`config.mk`:
```
export PLATFORM = sky130hd
export DESIGN_NAME = wb_alu_regs
export DESIGN_NICKNAME = d
export VERILOG_FILES = /design/src/common/alu_pkg.sv /design/src/logic/wb_alu_regs.sv
export SDC_FILE = /design/constraint.sdc
export NUM_CORES = 1
export LEC_CHECK = 0
export BUFFER_PORTS_ARGS = -buffer_cell sky130_fd_sc_hd__clkbuf_2
export CORE_MARGIN = 2
export CORE_UTILIZATION = 44
export CTS_BUF_LIST = sky130_fd_sc_hd__clkbuf_4 sky130_fd_sc_hd__clkbuf_8 sky130_fd_sc_hd__clkbuf_16
export DETAILED_ROUTE_END_ITERATION = 10
export PLACE_DENSITY = 0.77
export SLEW_MARGIN = 0
export SYNTH_ARGS = -nofsm -noshare
export SYNTH_HDL_FRONTEND = slang
export SYNTH_SLANG_ARGS = --single-unit
```
`constraint.sdc`:
```
create_clock -name clk_i -period 3.3 [get_ports clk_i]
set_clock_uncertainty 0.05 [all_clocks]
set_input_delay 0.165 -clock clk_i [delete_from_list [all_inputs] [get_ports clk_i]]
set_output_delay 0.165 -clock clk_i [all_outputs]
set_load 0.1 [all_outputs]
```
`src/common/alu_pkg.sv`:
```
`default_nettype none

package alu_pkg;

  localparam int unsigned ALU_XLEN_DEFAULT = 32;

  // --------------------------------------------------
  // Operation codes
  // --------------------------------------------------
  // Codes above CPOP are illegal and give a zero result
  typedef enum logic [4:0] {
    ADD   = 5'd0,
    SUB   = 5'd1,
    AND_L = 5'd2,
    OR_L  = 5'd3,
    XOR_L = 5'd4,
    ANDN  = 5'd5,
    ORN   = 5'd6,
    XNOR  = 5'd7,
    SLL   = 5'd8,
    SRL   = 5'd9,
    SRA   = 5'd10,
    SLTS  = 5'd11,
    SLTU  = 5'd12,
    MIN   = 5'd13,
    MAX   = 5'd14,
    MINU  = 5'd15,
    MAXU  = 5'd16,
    EQ    = 5'd17,
    NE    = 5'd18,
    LTS   = 5'd19,
    LTU   = 5'd20,
    GES   = 5'd21,
    GEU   = 5'd22,
    CLZ   = 5'd23,
    CTZ   = 5'd24,
    CPOP  = 5'd25
  } alu_op_e;

  // Register map, byte offsets
  localparam logic [4:0] REG_OPA    = 5'h00;
  localparam logic [4:0] REG_OPB    = 5'h04;
  localparam logic [4:0] REG_OP     = 5'h08;
  localparam logic [4:0] REG_RESULT = 5'h0C;
  localparam logic [4:0] REG_BRANCH = 5'h10;

  // --------------------------------------------------
  // Bus and control structs
  // --------------------------------------------------
  typedef struct packed {
    logic        cyc;
    logic        stb;
    logic        we;
    logic [4:0]  adr;
    logic [31:0] dat;
    logic [3:0]  sel;
  } wb_req_t;

  typedef struct packed {
    logic        ack;
    logic [31:0] dat;
  } wb_rsp_t;

  // Which datapath output reaches the result
  typedef enum logic [2:0] {
    GRP_ADDER,
    GRP_LOGIC,
    GRP_SHIFT,
    GRP_SLT,
    GRP_MIN,
    GRP_MAX,
    GRP_COUNT,
    GRP_ZERO
  } alu_grp_e;

  typedef struct packed {
    logic     negate_b;
    logic     is_signed;
    logic     shift_left;
    logic     shift_arith;
    logic     count_trailing;
    alu_grp_e res_grp;
  } alu_ctrl_t;

endpackage

`default_nettype wire
```
`src/logic/wb_alu_regs.sv`:
```
`default_nettype none

module wb_alu_regs #(
  parameter int unsigned XLEN = alu_pkg::ALU_XLEN_DEFAULT
) (
  input  logic             clk_i,
  input  logic             rst_n_i,
  input  alu_pkg::wb_req_t wb_req_i,
  output alu_pkg::wb_rsp_t wb_rsp_o,
  output logic [XLEN-1:0]  opa_o,
  output logic [XLEN-1:0]  opb_o,
  output alu_pkg::alu_op_e op_o,
  input  logic [XLEN-1:0]  result_i,
  input  logic             branch_taken_i
);

  logic             req;
  logic             access;
  logic             wr_en;
  logic             ack_q;
  logic [31:0]      rdata_d;
  logic [31:0]      rdata_q;
  logic [XLEN-1:0]  opa_q;
  logic [XLEN-1:0]  opb_q;
  alu_pkg::alu_op_e op_q;

  assign req    = wb_req_i.cyc & wb_req_i.stb;
  // No new access in the ack cycle itself
  assign access = req & ~ack_q;
  assign wr_en  = access & wb_req_i.we;

  // --------------------------------------------------
  // Handshake
  // --------------------------------------------------
  always_ff @(posedge clk_i or negedge rst_n_i) begin
    if (!rst_n_i) begin
      ack_q <= 1'b0;
    end else begin
      ack_q <= access;
    end
  end

  // --------------------------------------------------
  // Operand and operation registers
  // --------------------------------------------------
  always_ff @(posedge clk_i or negedge rst_n_i) begin
    if (!rst_n_i) begin
      opa_q <= '0;
      opb_q <= '0;
      op_q  <= alu_pkg::ADD;
    end else if (wr_en) begin
      case (wb_req_i.adr)
        alu_pkg::REG_OPA: begin
          for (int b = 0; b < 4; b++) begin
            if (wb_req_i.sel[b]) opa_q[8*b +: 8] <= wb_req_i.dat[8*b +: 8];
          end
        end
        alu_pkg::REG_OPB: begin
          for (int b = 0; b < 4; b++) begin
            if (wb_req_i.sel[b]) opb_q[8*b +: 8] <= wb_req_i.dat[8*b +: 8];
          end
        end
        // Op code lives in byte lane 0
        alu_pkg::REG_OP: begin
          if (wb_req_i.sel[0]) op_q <= alu_pkg::alu_op_e'(wb_req_i.dat[4:0]);
        end
        default: ;
      endcase
    end
  end

  // Read mux, result and flag sampled at the request edge
  always_comb begin
    rdata_d = '0;
    case (wb_req_i.adr)
      alu_pkg::REG_OPA:    rdata_d = opa_q[31:0];
      alu_pkg::REG_OPB:    rdata_d = opb_q[31:0];
      alu_pkg::REG_OP:     rdata_d = {27'b0, op_q};
      alu_pkg::REG_RESULT: rdata_d = result_i[31:0];
      alu_pkg::REG_BRANCH: rdata_d = {31'b0, branch_taken_i};
      default: ;
    endcase
  end

  always_ff @(posedge clk_i) begin
    if (access && !wb_req_i.we) begin
      rdata_q <= rdata_d;
    end
  end

  assign wb_rsp_o = '{ack: ack_q, dat: rdata_q};
  assign opa_o    = opa_q;
  assign opb_o    = opb_q;
  assign op_o     = op_q;

  // Ack is a one-cycle pulse
  a_ack_pulse: assert property (@(posedge clk_i) disable iff (!rst_n_i) ack_q |=> !ack_q)
    else $error("wb_alu_regs: ack high for two cycles");

  // Every ack answers a request seen one cycle earlier
  a_ack_req: assert property (@(posedge clk_i) disable iff (!rst_n_i) ack_q |-> $past(req))
    else $error("wb_alu_regs: ack without a preceding request");

endmodule

`default_nettype wire

```
# Yosys cells after proc, flatten, opt, wreduce, memory -nomap -nowiden
# Cells that the tools add are included.
# word_totals
register_bits	102
output_inout_bits	102
# op_classes
n_eq_ne	4
muxes	1
bitwise	4
reduce_logical	12
# op_table
op	count
case mux 32 bit (5 select lines)	1
AND reduction 3 bit	9
== test 5 x 4 -> 1 bit, second input constant	2
== test 5 x 3 -> 1 bit, second input constant	1
== test 5 bit, second input constant	1
logical NOT 5 bit	1
bitwise AND 1 bit	3
logical AND 1 bit	1
logical NOT 1 bit	1
NOT 1 bit	1

# Longest topological paths before layout
# logic_depth
ltp_word	4
depth_mapped	6
mapped_depth_nobuf	3

# Worst setup path after synthesis
# No wires, ideal clock.
# synth_path
path_kind	reg2reg
startpoint	register ack_q
endpoint	register rdata_q[0], enable pin
setup_ns	0.461
arrival_time_ns	2.638
required_ns	2.789
setup_slack_ns	0.151
stages_incl_launch_ff	2
path_buffers	0
cell_sequence	dfrtp_1 > nor3_1
# synth_via
elab_chain_cells	3
# synth_rtl
element	line	text
start, declared	wb_alu_regs.sv:20	logic ack_q;
start signal, assigned	wb_alu_regs.sv:39	ack_q <= access;
NOT 1 bit	wb_alu_regs.sv:29	assign access = req & ~ack_q;
bitwise AND 1 bit	wb_alu_regs.sv:29	
logical AND 1 bit	wb_alu_regs.sv:86	if (access && !wb_req_i.we) begin
end signal, assigned	wb_alu_regs.sv:87	rdata_q <= rdata_d;
end, declared	wb_alu_regs.sv:22	logic [31:0] rdata_q;
# No other way between the ends.
# A chain may end at the register's enable or synchronous reset.

# Worst setup path in the final report
# layout_path
startpoint	register ack_q
endpoint	register opa_q[21], in the netlist opa_o[21]
# layout_via
elab_chain_cells	4
# layout_rtl
element	line	text
NOT 1 bit	wb_alu_regs.sv:29	
bitwise AND 1 bit	wb_alu_regs.sv:29	
bitwise AND 1 bit	wb_alu_regs.sv:30	assign wr_en = access & wb_req_i.we;
AND reduction 3 bit (no source line)	n/a	
end signal, assigned by index	wb_alu_regs.sv:55	if (wb_req_i.sel[b]) opa_q[8*b +: 8] <= wb_req_i.dat[8*b +: 8];
end, declared	wb_alu_regs.sv:23	logic [XLEN-1:0] opa_q;
# No other way between the ends.

==> results.tsv <==
stage	metric	value	unit
outcome	outcome	completed	
clock_tree	cts_tree	built	
floorplan	die-height	105	microns
logic_synthesis	synth_area	4470	sq um
floorplan	boundaryPins	181	
routing	wirelength	12.5	mm
clock_tree	clkTransAtPathRegs	0.10	ns
clock_tree	clk_latency	0.37	ns
power	finalPower	2770	uW
logic_synthesis	synthMuxAreaShare	0.176	
job	cap_violations	0	
placement	post-place-ws	1.12	ns
power	ir_drop	0.235	mV
clock_tree	cts_root_buf	clkbuf_8	
clock_tree	clock_sinks	102	
global_routing	grt_pass1_vias	3755	
logic_synthesis	synth_compound_area_frac	0.00308	
logic_synthesis	synth_fp_nets	426	
timing	rsz0062_at_grt	false	
global_routing	grt_pass1_wl	19.7	mm
power	cellLeakagePower	0.00319	uW
layout	stdcell_count	695	
timing	setup-violations-final	0	
logic_synthesis	ys_seq_area_frac	0.607	
setup_path	critPathCaptureType	flip-flop	
timing	min_period	2.05	ns
layout	fin_nets	635	
routing	wire_per_inst	18.0	microns
logic_synthesis	synth_top_area_cell	dfrtp_1	
global_routing	grt-ovfl-total	0	
logic_synthesis	synth_top_area_share	0.392	
routing	antenna_left	0	
routing	drt_pass1_iterations	4	
layout	drive_above_1_share	0.512	
setup_path	cp-start-kind	flip-flop	
routing	via_per_inst	5.45	
min_path	min_path_type	in -> reg	
setup_path	arrival	2.26	ns
placement	dp.cells	644	
power	powerDensity	457	nW/um^2
clock_tree	clk_path_buf_depth	2	
placement	finalWeightedCongestion	0.787	
timing	drv_slew	0	
global_routing	antenna_found_initial	1	
clock_tree	cts_max_level	3	
logic_synthesis	ys_ff_latch	102	
logic_synthesis	synth_area_leaders	dfrtp_1 (39%), edfxtp_1 (21%), mux2_2 (17%)	
routing	drc_errors	0	
timing	max_freq	488	MHz
floorplan	die_area	11000	sq um
setup_path	cp_data_required_time	3.51	ns
logic_synthesis	yosys.area_share.simple	0.187	
global_routing	grt_usage	0.231	
placement	portBuffers	180	
floorplan	start_util	0.455	
logic_synthesis	synthXorXnorAreaFrac	0	
logic_synthesis	synth_cell_type_count	23	
logic_synthesis	synth_top_family_by_area	simple AND/OR/NAND/NOR gates	
timing	slew-limit-headroom	0.405	
floorplan	core_area	9820	sq um
setup_path	criticalPathCategory	reg -> reg	
floorplan	rows	36	
global_routing	grt_max_degree	71	
logic_synthesis	avgSynthCellArea	12.9	sq um
placement	dp_hpwl	8.38	mm
timing	layout_setup_ws	1.25	ns
layout	area_growth	35.8	%
routing	vias	3790	
timing	tightestPinTransition	0.893	ns
timing	setup-tns-final	0	ns
floorplan	die_w	105	microns
logic_synthesis	synth-adder-area-share	0	
timing	finalHoldViolations	0	
routing	initialDrtViolationCount	155	
logic_synthesis	yosysWarnings	0	
clock_tree	cts_made_buffers	9	
logic_synthesis	synthCells	347	
setup_path	crit_fanout	9	
timing	holdWs	0.0232	ns
clock_tree	cts_setup_buffers	0	
timing	period_share	0.621	
## worst max-delay path, stage by stage, from the launching register on
cell and delay [ns]:
dfrtp_1 0.43, and4b_1 0.63, nand4_2 0.42, mux2_2 0.41
## state kept, by name, indices dropped and copies added, names as in the netlist
name and cells:
opa_o 32, opb_o 32, rdata_q 32, op_o 5, ack_q 1
## logic make-up (layout without fill, tap and decap cells)
group / count (synthesis) / count (layout)
AOI/OAI and AO/OA: 2 / 2
buffers and inverters: 25 / 239
DFF: 102 / 102
muxes: 70 / 70
other: 0 / 1
and+or+nand+nor: 148 / 148
## metal layers
metal,vias up,global-route usage,wire [microns]
li1,1729,-,-
met1,1859,0.293,5110
met2,182,0.386,6300
met3,20,0.0418,801
met4,0,0.105,272
met5,-,0,0
## cells in the final DEF, fill, tap and decap left out, types with 2 or more instances in the layout
cell type	n
and3_1	2
edfxtp_1	32
buf_4	10
clkbuf_2	179
nand4_1	5
dfrtp_1	70
clkbuf_8	10
dlygate4sd3_1	34
nand3_1	124
clkinv_2	3
mux2_2	69
nand4_2	7
## path summary, 6_finish.rpt
path                                    endpoint  slack [ns]  cells past startpoint             from
max                        opa_o[21]$_DFFE_PN0P_        1.25                      3  ack_q$_DFF_PN0_
min                          op_o[0]$_DFFE_PN0P_        0.02                      2      wb_req_i[4]
max reg2reg                opa_o[21]$_DFFE_PN0P_        1.25                      3  ack_q$_DFF_PN0_
min reg2reg                      ack_q$_DFF_PN0_        0.46                      1  ack_q$_DFF_PN0_
max in group asynchronous   opb_o[8]$_DFFE_PN0P_        2.21                      2          rst_n_i
min in group asynchronous   opb_o[0]$_DFFE_PN0P_        0.41                      2          rst_n_i
## stage by stage
step / util / cell area, sq um
after floorplan: - / 4470
after global placement: 0.561 / 5510
after detailed placement: 0.561 / 5510
after CTS: 0.618 / 6070
after global routing: 0.618 / 6070
final: 0.618 / 6070
## cells in the mapped netlist
cell type and number:
nand4_4 1, o21ai_0 1, a211o_1 1, nand4_1 5
mux2i_1 1, edfxtp_1 32, mux2_2 69, nor3b_1 1
nor3_4 1, and3_1 2, nand4_2 7, buf_6 1
nor3_1 1, clkbuf_1 15, and4b_1 1, nand3_1 124
buf_4 3, nor2_1 2, nand3b_1 1, nand2_1 1
dfrtp_1 70, nor2b_1 1, buf_2 6
## area by class of cell
type / instances / area (sq um)
fillers: 803 / 3750
repair buffers: 223 / 1310
diodes: 1 / 2.50
flip-flops and latches: 102 / 2710
multi-input cells: 220 / 1660
clock buffers: 11 / 163
well taps: 133 / 166
clock inverters: 5 / 53.8
## what timing repair did
action	in CTS	in global routing
hold buffers	34	0
gates resized for setup	0	0
endpoints found under the hold margin	132	0
## power breakdown
part	internal, uW	total [uW]	switching (uW)
sequential	1340	1370	32.0
combinational	125	554	429
clock	416	846	430
No activity file was read; power rests on OpenSTA's default activity.
